`src/hw/dma_timing_pkg.sv`:
```
/*
 * DMA timing and control shared types
 * Channel, transfer and cycle state definitions used across the controller
 */
package dma_timing_pkg;

    // ==============================
    // Channel sizing
    // ==============================
    localparam int NUM_CHANNELS = 4;

    typedef logic [1:0]              channel_t;
    typedef logic [NUM_CHANNELS-1:0] chan_mask_t;

    // ==============================
    // Mode register encodings
    // ==============================
    // Illegal type gives no strobes, same as verify
    typedef enum logic [1:0] {
        VERIFY  = 2'd0,
        WRITE   = 2'd1,
        READ    = 2'd2,
        ILLEGAL = 2'd3
    } transfer_type_e;

    // Cascade runs as single
    typedef enum logic [1:0] {
        DEMAND  = 2'd0,
        SINGLE  = 2'd1,
        BLOCK   = 2'd2,
        CASCADE = 2'd3
    } transfer_mode_e;

    // ==============================
    // Cycle states
    // ==============================
    typedef enum logic [2:0] {
        SI, S0, S1, S2, S3, SW, S4
    } cycle_state_e;

endpackage

```
`src/hw/dma_cycle_fsm.sv`:
```
/*
 * DMA cycle state machine
 * Steps SI through S4 for the granted channel and flags each finished word
 */
`timescale 1ns/1ps

module dma_cycle_fsm (
    input  logic                           clock,
    input  logic                           reset,
    input  logic                           master_clear_i,
    input  dma_timing_pkg::chan_mask_t     grant_i,
    input  dma_timing_pkg::chan_mask_t     dreq_i,
    input  logic                           hold_ack_i,
    input  logic                           ready_i,
    input  logic                           compressed_i,
    input  dma_timing_pkg::transfer_type_e type_i,
    input  dma_timing_pkg::transfer_mode_e mode_i,
    input  logic                           eop_i,
    output dma_timing_pkg::cycle_state_e   state_o,
    output dma_timing_pkg::channel_t       channel_o,
    output dma_timing_pkg::chan_mask_t     ack_mask_o,
    output logic                           next_word_o
);
    import dma_timing_pkg::*;

    cycle_state_e next_state;
    logic         verify_type;
    logic         request_gone;

    // Illegal type moves no data either
    assign verify_type  = (type_i == VERIFY) || (type_i == ILLEGAL);
    assign request_gone = ((ack_mask_o & dreq_i) == '0);

    // ==============================
    // Next state
    // ==============================
    always_comb begin
        next_state = state_o;
        case (state_o)
            SI: begin
                if (grant_i != '0)
                    next_state = S0;
            end
            S0: begin
                // Wait for the bus
                if (hold_ack_i)
                    next_state = S1;
            end
            S1: next_state = S2;
            S2: begin
                if (!compressed_i)
                    next_state = S3;
                else if (verify_type && ready_i)
                    next_state = S4;
                else
                    next_state = SW;
            end
            S3: next_state = SW;
            SW: begin
                if (ready_i)
                    next_state = S4;
            end
            S4: begin
                case (mode_i)
                    BLOCK:   next_state = eop_i ? SI : S2;
                    DEMAND:  next_state = (eop_i || request_gone) ? SI : S2;
                    default: next_state = SI;
                endcase
            end
            default: next_state = SI;
        endcase
    end

    assign next_word_o = (next_state == S4);

    // ==============================
    // State and channel latch
    // ==============================
    always_ff @(posedge clock or posedge reset) begin
        if (reset) begin
            state_o <= SI;
        end else if (master_clear_i) begin
            state_o <= SI;
        end else begin
            state_o <= next_state;
        end
    end

    // Grant is sampled only while idle
    always_ff @(posedge clock or posedge reset) begin
        if (reset) begin
            ack_mask_o <= '0;
        end else if (master_clear_i) begin
            ack_mask_o <= '0;
        end else if (state_o == SI) begin
            ack_mask_o <= grant_i;
        end
    end

    // Channel number from the one-hot mask
    always_comb begin
        channel_o = '0;
        for (int i = 0; i < NUM_CHANNELS; i++) begin
            if (ack_mask_o[i])
                channel_o = channel_t'(i);
        end
    end

endmodule

```
`config.mk`:
```
export PLATFORM = sky130hd
export DESIGN_NAME = dma_cycle_fsm
export DESIGN_NICKNAME = d
export VERILOG_FILES = /design/src/hw/dma_timing_pkg.sv /design/src/hw/dma_cycle_fsm.sv
export SDC_FILE = /design/constraint.sdc
export NUM_CORES = 1
export LEC_CHECK = 0
export ABC_AREA = 0
export BUFFER_PORTS_ARGS = -buffer_cell sky130_fd_sc_hd__buf_2
export CAP_MARGIN = 20
export CELL_PAD_IN_SITES_DETAIL_PLACEMENT = 1
export CELL_PAD_IN_SITES_GLOBAL_PLACEMENT = 1
export CORE_UTILIZATION = 29
export CTS_CLUSTER_SIZE = 16
export DETAILED_ROUTE_END_ITERATION = 16
export GPL_TIMING_DRIVEN = 0
export MAX_ROUTING_LAYER = met4
export PLACE_DENSITY_LB_ADDON = 0.1
export REMOVE_ABC_BUFFERS = 1
export SYNTH_ARGS = -nofsm -noshare
export SYNTH_HDL_FRONTEND = slang
export SYNTH_SLANG_ARGS = --single-unit
```
`constraint.sdc`:
```
create_clock -name clock -period 3.8 [get_ports clock]
set_input_delay 0.38 -clock clock [delete_from_list [all_inputs] [get_ports clock]]
set_output_delay 0.38 -clock clock [all_outputs]
set_load 0.005 [all_outputs]
```
==> out/summary.txt, run 1 <==
synth-to-layout area growth -> 37.0%
GR Util All Layers -> 0.154
P per Cell Area -> 521 mW/mm2
WP buf/inv -> 1
Hold Path Class -> in -> async
Async S/R FF share, synth -> 1.00
largest net degree at the start of global routing -> 12
CTS Buffer Depth -> 2
Worst path max stage delay -> 0.46 ns
RSZ-0062 raised after global routing -> false
Slowest cell on crit path -> dfrtp_1
Lkg Pwr -> 0.350 nW
Post-Syn Instances -> 54
Synth top cells by count -> nor2_1 (10), dfrtp_1 (7), mux2i_1 (5)
Final min period -> 1.77 ns
Synth area leader -> dfrtp_1
Worst setup EP type -> output port
Seq/Total Area, Yosys -> 0.378
# IOs -> 29
Final Hold Fails -> 0
WL final -> 1180 um
VDD IR max -> 0.212 mV
multi-input logic area -> 258 um2
clk_skew -> 0.000966 ns
post-route ant nets -> 0
core area -> 0.00151 mm2
GPL Wtd Cong -> 0.748
run status -> finished, final reports clean
top cells by area in the synthesized netlist -> dfrtp_1 (38%), mux2i_1 (11%), nor2_1 (8.1%)
nature of the critical path startpoint -> flop
FF/Latch Area -> 175 um2
TritonCTS clock tree -> yes
Final Max Slew Viols -> 0
ratio of cells with drive above 1 in the final layout -> 0.422
NumNets Final -> 103
initial antenna violation count -> 0
cts hold-fix bufs -> 0
vias in the first global route -> 463
Die ar. -> 0.00176 mm2
CP Max Fanout -> 7
final worst path period share -> 0.467
post-route setup TNS -> 0 ns
actual slew at the worst max-slew pin -> 0.407 ns
post-route insts no fill -> 99
share of the synthesized area in the top cell type -> 0.378
Max-Cap Viols -> 0
mapped cell area -> 463 um2
root buffer cell -> clkbuf_4
Die Ht -> 42.0 um
Ant. Diodes -> 0
number of synthesized flops with an enable pin -> 0
Worst Path Required -> 3.42 ns
drt via density -> 4.94
fin area -> 634 um2
wire per inst -> 12.0 um
Area after DPL -> 608 um2
predominant post-synthesis flop cell -> dfrtp_1
cell-by-cell listing of the critical path -> nand4b_1 > o22ai_1 > o211a_1 > buf_2
Post CTS Setup Buffer Count -> 0
routed vias -> 489
Site Rows -> 14
Max Freq -> 0.563 GHz
Fillers -> 200
TritonCTS Buffers -> 3
Synth Warn # -> 0
Congestion Overflow GR -> 0
Slew HR -> 0.727
most common cell in the netlist -> nor2_1
number of DRC markers in iteration 0 -> 6
quantity of gates resized following cts -> 0
syn_area_per_cell -> 8.57 um2
cell family with most CP delay -> flip-flops
Detailed Place HPWL -> 991 um
Synth cell types -> 27
DR pass1 iterations -> 5
H-tree levels -> 1
Sink Count -> 7
Crit Path Class -> reg -> out
first-pass GRT wire length -> 2020 um
die outline width -> 42.0 um
Clk Latency, worst-skew pair -> 0.24 ns
dpl cells -> 95
Starting Density -> 0.307
Post-route DRC -> 0
CTS clk-pin slew, worst paths -> 0.05 ns
number of port buffers -> 28
Arrival @ worst endpoint -> 1.39 ns
flops & latches, synth -> 7
endpoints failing setup -> 0
[stage by stage]
stage / hold slack (ns) / worst slack [ns] / util / total power [mW]
detailed placement: 0.319 / 2.28 / 0.404 / 0.269
floorplan: 0.183 / 2.43 / - / 0.211
CTS: 0.0517 / 2.01 / 0.421 / 0.337
global route: 0.0605 / 1.89 / 0.421 / 0.361
global placement: 0.308 / 2.29 / 0.404 / 0.268
finish: 0.0496 / 2.03 / 0.421 / 0.330
[state kept, by name, indices dropped and copies added, names as in the netlist]
name / flops
ack_mask_o: 4
state_o: 3
[layer usage]
| layer | wire length [um] | global-route usage |
|---|---|---|
| met1 | 598 | 0.212 |
| met2 | 553 | 0.216 |
| met3 | 32 | 0.0261 |
| met4 | 0 | 0.0774 |
| met5 | 0 | - |
[kinds of logic after synthesis]
| group | share of synthesized area |
|---|---|
| flip-flops | 0.378 |
| AO/OA/AOI/OAI | 0.189 |
| multiplexers | 0.108 |
| AND/OR/NAND/NOR | 0.241 |
| buffers and inverters | 0.0648 |
| XOR/XNOR | 0.0189 |
[worst paths after layout]
| check | start | end | slack, ns | depth (start not counted) |
|---|---|---|---|---|
| worst min register to register | ack_mask_o[0]$_DFFE_PP0P_ | ack_mask_o[0]$_DFFE_PP0P_ | 0.57 | 2 |
| worst max-delay path | state_o[2]$_DFF_PP0_ | next_word_o | 2.03 | 4 |
| min in group clock | grant_i[0] | ack_mask_o[0]$_DFFE_PP0P_ | 0.40 | 3 |
| worst max register to register | state_o[0]$_DFF_PP0_ | state_o[0]$_DFF_PP0_ | 2.31 | 4 |
| worst min-delay path | reset | ack_mask_o[2]$_DFFE_PP0P_ | 0.05 | 2 |
| max in group asynchronous | reset | state_o[0]$_DFF_PP0_ | 3.55 | 2 |
[placed cells by master, fill, tap and decap left out]
master and count:
o21ai_1 1, buf_2 28, clkbuf_1 1, or3_1 1, a21o_1 1, nor2b_1 1
nor3b_1 1, a211o_1 1, o211a_1 1, nand3_1 3, inv_2 1, o221ai_2 1
nor4_1 1, inv_1 3, a222oi_1 1, nor3_2 1, xor2_1 1, or2_2 1
o21ai_0 2, clkbuf_4 3, dfrtp_1 7, nand2_1 2, o22ai_1 1, nand4b_1 1
a21oi_1 3, mux2i_1 5, nor2_1 10
[layout make-up]
cell class | instances | share of cell area
flip-flops and latches | 7 | 0.276
clock buffers | 4 | 0.0414
inverters | 4 | 0.0237
multi-input cells | 40 | 0.406
well taps | 16 | 0.0316
repair buffers | 28 | 0.221
[power by group]
part | internal [mW] | total (mW) | switching [mW]
combinational | 0.0748 | 0.138 | 0.0636
clock | 0.0399 | 0.0639 | 0.0240
sequential | 0.0933 | 0.128 | 0.0349
total | 0.208 | 0.330 | 0.123
Power figures use the tool's default switching activity.
==> inputs of run 2 (changes only) <==
--- a/config.mk
+++ b/config.mk
@@ -10,7 +10,7 @@
 export CAP_MARGIN = 20
 export CELL_PAD_IN_SITES_DETAIL_PLACEMENT = 1
 export CELL_PAD_IN_SITES_GLOBAL_PLACEMENT = 1
-export CORE_UTILIZATION = 29
+export CORE_UTILIZATION = 27
 export CTS_CLUSTER_SIZE = 16
 export DETAILED_ROUTE_END_ITERATION = 16
 export GPL_TIMING_DRIVEN = 0
==> constraint.sdc (replaced) <==
create_clock -name clock -period 1.8 [get_ports clock]
set_input_delay 0.18 -clock clock [delete_from_list [all_inputs] [get_ports clock]]
set_output_delay 0.18 -clock clock [all_outputs]
set_load 0.005 [all_outputs]
==> run 2 against run 1 <==
The run now ends with design-rule violations left. Highest routed layer unchanged. Sequential share of layout area decreased by 0.43 points. Combinational power increased by 110%. Largest power group unchanged. Clock power increased by 110%. First-iteration DRC count increased to 3.0 times the previous value. Non-clock buffer count increased by 1. Critical endpoint unchanged. Wire length increased by 2.9%.
==> out/summary.txt, run 2 (same netlist as run 1, synthesis figures left out) <==
run status -> finished with violations
failing checks -> design-rule violations
NumNets Final -> 104 (+0.97%)
quantity of gates resized following cts -> 0 (unchanged)
CTS Buffer Depth -> 2 (unchanged)
Largest Register -> ack_mask_o
Arrival @ worst endpoint -> 1.41 ns (+0.02 ns)
final worst path period share -> 0.883
Final min period -> 1.59 ns
max FFs per register -> 4 (unchanged)
H-tree levels -> 1 (unchanged)
Pwr Total -> 0.700 mW (+110%)
first-pass GRT wire length -> 2240 um (+11%)
post-route setup TNS -> 0 ns (unchanged)
Worst setup EP type -> output port
CP Max Fanout -> 7 (unchanged)
Site Rows -> 14 (unchanged)
Lkg Pwr -> 0.354 nW (+1.2%)
synth-to-layout area growth -> 39.2%
ratio of cells with drive above 1 in the final layout -> 0.417 (-0.00502)
die outline width -> 43.4 um (+3.5%)
TritonCTS Buffers -> 3 (unchanged)
GPL Wtd Cong -> 0.789 (+5.4%)
Sink Count -> 7 (unchanged)
drt via density -> 5.10 (+3.3%)
Detailed Place HPWL -> 1020 um (+3.4%)
largest net degree at the start of global routing -> 12 (unchanged)
Clk Latency, worst-skew pair -> 0.24 ns (about the same)
clk_skew -> 0.000809 ns (-0.000157 ns)
Fillers -> 213 (+6.5%)
commonest cells after routing, fill and taps aside -> buf_2 (28), nor2_1 (10), dfrtp_1 (7), mux2i_1 (5)
multi-input logic area -> 258 um2 (unchanged)
routed vias -> 510 (+4.3%)
Ant. Diodes -> 0 (unchanged)
cts hold-fix bufs -> 1 (+1)
Die Ht -> 43.4 um (+3.5%)
Final Max Slew Viols -> 0 (unchanged)
vias in the first global route -> 523 (+13%)
post-route ant nets -> 0 (unchanged)
crit path from -> state_o[2]$_DFF_PP0_
number of port buffers -> 28 (unchanged)
Slew HR -> 0.735 (+0.00799)
Final Hold Fails -> 0 (unchanged)
Starting Density -> 0.297 (-0.0104)
Post CTS Setup Buffer Count -> 0 (unchanged)
DR pass1 iterations -> 10 (+5)
Crit Path Class -> reg -> out
number of DRC markers in iteration 0 -> 18 (+12)
Post-route DRC -> 6 (+6)
TritonCTS clock tree -> yes
wire per inst -> 12.2 um (+1.8%)
Hold Path Class -> in -> reg
core area -> 0.00156 mm2 (+3.5%)
Max Freq -> 0.629 GHz
commonest non-fill, non-tap cell in the layout -> buf_2
CTS clk-pin slew, worst paths -> 0.05 ns (about the same)
Congestion Overflow GR -> 0 (unchanged)
nature of the critical path startpoint -> flop
root buffer cell -> clkbuf_4
RSZ-0062 raised after global routing -> false
top flop regs -> ack_mask_o x4, state_o x3
actual slew at the worst max-slew pin -> 0.395 ns (-0.0119 ns)
P per Cell Area -> 1090 mW/mm2 (+110%)
VDD IR max -> 0.503 mV (+140%)
FF/Latch Area -> 175 um2 (unchanged)
Max-Cap Viols -> 0 (unchanged)
worst hold start -> grant_i[3]
Die ar. -> 0.00188 mm2 (+7.0%)
GR Util All Layers -> 0.169 (+0.0154)
reg2reg start -> state_o[0]$_DFF_PP0_
WL final -> 1220 um (+2.9%)
Worst Path Required -> 1.62 ns (-1.80 ns)
# IOs -> 29 (unchanged)
initial antenna violation count -> 0 (unchanged)
endpoints failing setup -> 0 (unchanged)
run 2: layout make-up:
| type | instances | area share |
|---|---|---|
| Sequential cell | 7 | 0.272 |
| Inverter | 4 | 0.0233 |
| Timing Repair Buffer | 29 | 0.233 |
| Multi-Input combinational cell | 40 | 0.400 |
| Clock buffer | 4 | 0.0408 |
| Tap cell | 16 | 0.0311 |
run 2: final timing paths:
path                                                   to  slack [ns]  cells past startpoint
worst max register to register       state_o[0]$_DFF_PP0_        0.34                      4
min in group asynchronous            state_o[2]$_DFF_PP0_        0.41                      3
worst min register to register  ack_mask_o[0]$_DFFE_PP0P_        0.57                      2
worst max-delay path                          next_word_o        0.21                      4
max in group asynchronous       ack_mask_o[1]$_DFFE_PP0P_        1.19                      3
worst min-delay path            ack_mask_o[3]$_DFFE_PP0P_        0.21                      3
run 2: critical path: stages, from the launching register on:
cell and delay, ns:
dfrtp_1 0.47, nand4b_1 0.21, o22ai_1 0.21, o211a_1 0.18
buf_2 0.10
run 2: power by group:
part           total (mW)  internal, mW  switching [mW]  leakage, nW
combinational       0.296         0.159           0.136        0.246
sequential          0.270         0.197          0.0734       0.0926
clock               0.134        0.0841          0.0502       0.0150
total               0.700         0.440           0.260        0.354
run 2: routing by layer:
metal | share of wire | track usage | up-vias
li1 | - | - | 252
met1 | 0.45 | 0.207 | 246
met4 | 0 | 0.0938 | 0
met5 | 0 | - | -
met3 | 0.048 | 0.0250 | 0
met2 | 0.51 | 0.267 | 12
run 2: through the flow:
step | utilization | instances | worst slack (ns) | hold slack, ns | instance area [um2]
2_1_floorplan | - | 51 | 0.429 | -0.0166 | 448
3_3_place_gp | 0.390 | 95 | 0.347 | 0.112 | 608
3_5_place_dp | 0.390 | 95 | 0.337 | 0.123 | 608
4_1_cts | 0.413 | 100 | 0.191 | 0.197 | 644
5_1_grt | 0.413 | 100 | 0.0516 | 0.230 | 644
6_report | 0.413 | 100 | 0.211 | 0.206 | 644
==> inputs of run 3 (changes only) <==
--- a/config.mk
+++ b/config.mk
@@ -5,12 +5,12 @@
 export SDC_FILE = /design/constraint.sdc
 export NUM_CORES = 1
 export LEC_CHECK = 0
-export ABC_AREA = 0
+export ABC_AREA = 1
 export BUFFER_PORTS_ARGS = -buffer_cell sky130_fd_sc_hd__buf_2
 export CAP_MARGIN = 20
 export CELL_PAD_IN_SITES_DETAIL_PLACEMENT = 1
 export CELL_PAD_IN_SITES_GLOBAL_PLACEMENT = 1
-export CORE_UTILIZATION = 27
+export CORE_UTILIZATION = 25
 export CTS_CLUSTER_SIZE = 16
 export DETAILED_ROUTE_END_ITERATION = 16
 export GPL_TIMING_DRIVEN = 0
==> run 3 against run 2 <==
The flow now finishes without violations. Register-to-register slack improved by 0.22 ns. Hold slack got worse by 0.10 ns. Flip-flop and latch count unchanged. Global-route usage decreased by 1.9 points. Wire length increased by 6.1%. Sequential share of layout area decreased by 1.6 points. Utilization decreased by 2.5 points. Critical path type unchanged. Largest power group is now sequential cells.
==> out/summary.txt, run 3 <==
flops & latches, synth -> 7 (unchanged)
Pwr Total -> 0.521 mW (-26%)
Ant. Diodes -> 0 (unchanged)
synth-to-layout area growth -> 43.5%
R2R cell count -> 4 (unchanged)
NumNets Final -> 132 (+27%)
drt via density -> 4.26 (-17%)
actual slew at the worst max-slew pin -> 0.395 ns (-0.00000179 ns)
R2R Setup Slk -> 0.56 ns (+0.22 ns)
DR pass1 iterations -> 2 (-8)
Hold Path Sink -> state_o[0]$_DFF_PP0_
ratio of cells with drive above 1 in the final layout -> 0.313 (-0.104)
Slowest cell on crit path -> dfrtp_1
Site Rows -> 15 (+1)
Post-route DRC -> 0 (-6)
Post-Syn Instances -> 79 (+46%)
# IOs -> 29 (unchanged)
VDD IR max -> 0.556 mV (+11%)
mapped cell area -> 478 um2 (+3.2%)
Lkg Pwr -> 0.416 nW (+17%)
number of synthesized flops with an enable pin -> 0 (unchanged)
reg2reg start -> state_o[0]$_DFF_PP0_
H-tree levels -> 1 (unchanged)
RSZ-0062 raised after global routing -> false
core area -> 0.00176 mm2 (+13%)
first-pass GRT wire length -> 2090 um (-6.8%)
GR Util All Layers -> 0.150 (-0.0191)
vias in the first global route -> 506 (-3.3%)
Max-Cap Viols -> 0 (unchanged)
Worst setup EP type -> output port
Synth top cells by count -> nand2_1 (18), inv_1 (16), nor2_1 (14)
Seq/Total Area, Yosys -> 0.366 (-0.0119)
Post CTS Setup Buffer Count -> 0 (unchanged)
Detailed Place HPWL -> 1120 um (+9.2%)
GPL Wtd Cong -> 0.749 (-5.0%)
Hold Path Class -> in -> reg
final worst path period share -> 0.841 (-0.0421)
Die ar. -> 0.00209 mm2 (+11%)
Clk Latency, worst-skew pair -> 0.25 ns (about the same)
largest net degree at the start of global routing -> 9 (-3)
cell-by-cell listing of the critical path -> nand2_1 > nor2_1 > nand2_1 > nor2_1 > nor2_1 > nor2_1 > buf_2
CTS clk-pin slew, worst paths -> 0.05 ns (about the same)
max FFs per register -> 4 (unchanged)
P per Cell Area -> 760 mW/mm2 (-30%)
CTS Buffer Depth -> 2 (unchanged)
number of port buffers -> 28 (unchanged)
Synth area leader -> dfrtp_1
commonest non-fill, non-tap cell in the layout -> buf_2
Async S/R FF share, synth -> 1.00 (unchanged)
Synth cell types -> 11 (-59%)
post-route setup TNS -> 0 ns (unchanged)
Final Max Slew Viols -> 0 (unchanged)
Max Freq -> 0.661 GHz (+5.0%)
worst hold start -> master_clear_i
Largest Register -> ack_mask_o
Critical Path Most Common Cell -> nor2_1
TritonCTS Buffers -> 3 (unchanged)
post-route ant nets -> 0 (unchanged)
commonest cells after routing, fill and taps aside -> buf_2 (28), nand2_1 (18), inv_1 (16), nor2_1 (14), nand3_1 (10)
Sink Count -> 7 (unchanged)
clk_skew -> 0.000663 ns (-0.000146 ns)
initial antenna violation count -> 0 (unchanged)
final core occ -> 0.389 (-0.0247)
routed vias -> 583 (+14%)
Final min period -> 1.51 ns (-0.0758 ns)
WL final -> 1290 um (+6.1%)
Worst Path Required -> 1.62 ns (about the same)
cts hold-fix bufs -> 1 (unchanged)
Starting Density -> 0.271 (-0.0260)
TritonCTS clock tree -> yes
nature of the critical path startpoint -> flop
Die Ht -> 45.7 um (+5.3%)
share of the synthesized area in the top cell type -> 0.366 (-0.0119)
quantity of gates resized following cts -> 0 (unchanged)
top cells by area in the synthesized netlist -> dfrtp_1 (37%), nand2_1 (14%), inv_1 (13%)
Synth Warn # -> 0 (unchanged)
Congestion Overflow GR -> 0 (unchanged)
root buffer cell -> clkbuf_4
Worst path max stage delay -> 0.45 ns (-0.02 ns)
Arrival @ worst endpoint -> 1.33 ns (-0.08 ns)
endpoints failing setup -> 0 (unchanged)
worst hold stages -> 2 (-1)
run status -> finished, final reports clean
Crit Path Class -> reg -> out
Final Hold Fails -> 0 (unchanged)
Critical R2R Capture -> ack_mask_o[1]$_DFFE_PP0P_
CP Max Fanout -> 6 (-1)
die outline width -> 45.7 um (+5.3%)
Fillers -> 275 (+29%)
most common cell in the netlist -> nand2_1
syn_area_per_cell -> 6.05 um2 (-29%)
number of DRC markers in iteration 0 -> 1 (-17)
wire per inst -> 9.43 um (-23%)
top flop regs -> ack_mask_o x4, state_o x3
predominant post-synthesis flop cell -> dfrtp_1
Slew HR -> 0.734 (-0.00135)
-- run 3: critical path: cells and delay by family, from the launching register on --
family | cells | cell delay (ns)
buffers and inverters | 1 | 0.11
DFF | 1 | 0.45
and+or+nand+nor | 6 | 0.52
-- run 3: where the power goes --
| part | leakage (nW) | switching [mW] | total [mW] | internal (mW) |
|---|---|---|---|---|
| Combinational | 0.308 | 0.0971 | 0.174 | 0.0765 |
| Sequential | 0.0928 | 0.0262 | 0.206 | 0.180 |
| Clock | 0.0150 | 0.0564 | 0.141 | 0.0845 |
| Total | 0.416 | 0.180 | 0.521 | 0.341 |
-- run 3: worst max-delay path by stage --
stage	startpoint	end	slack, ns
detailed placement	state_o[0]$_DFF_PP0_	next_word_o	0.53
finish	state_o[0]$_DFF_PP0_	next_word_o	0.29
global placement	state_o[2]$_DFF_PP0_	next_word_o	0.54
floorplan	state_o[2]$_DFF_PP0_	next_word_o	0.71
global route	state_o[0]$_DFF_PP0_	next_word_o	0.12
CTS	state_o[0]$_DFF_PP0_	next_word_o	0.25
-- run 3: metrics by stage --
stage | cells | hold slack (ns) | area (um2) | setup slack (ns)
6_report | 137 | 0.106 | 686 | 0.287
5_1_grt | 137 | 0.121 | 686 | 0.121
4_1_cts | 137 | 0.103 | 686 | 0.250
3_5_place_dp | 132 | 0.125 | 649 | 0.527
3_3_place_gp | 132 | 0.128 | 649 | 0.538
2_1_floorplan | 79 | -0.0166 | 478 | 0.708
-- run 3: cell type report --
class | count | area, um2 | area share
inverters | 18 | 67.6 | 0.0985
clock buffers | 4 | 26.3 | 0.0383
repair buffers | 29 | 150 | 0.219
multi-input cells | 54 | 235 | 0.343
well taps | 25 | 31.3 | 0.0456
flip-flops and latches | 7 | 175 | 0.255
-- run 3: per-layer routing --
metal / GRT usage / share of wire / vias to the layer above
met5: - / 0 / -
li1: - / - / 305
met1: 0.188 / 0.47 / 261
met4: 0.0353 / 0.0085 / 0
met2: 0.226 / 0.47 / 15
met3: 0.0595 / 0.049 / 2
-- run 3: logic make-up (layout without fill, tap and decap cells) --
kind of cell | after synthesis | count (layout) | share of synthesized area
compound gates | 9 | 9 | 0.0942
buf+inv | 18 | 51 | 0.141
simple gates | 45 | 45 | 0.398
flops | 7 | 7 | 0.366
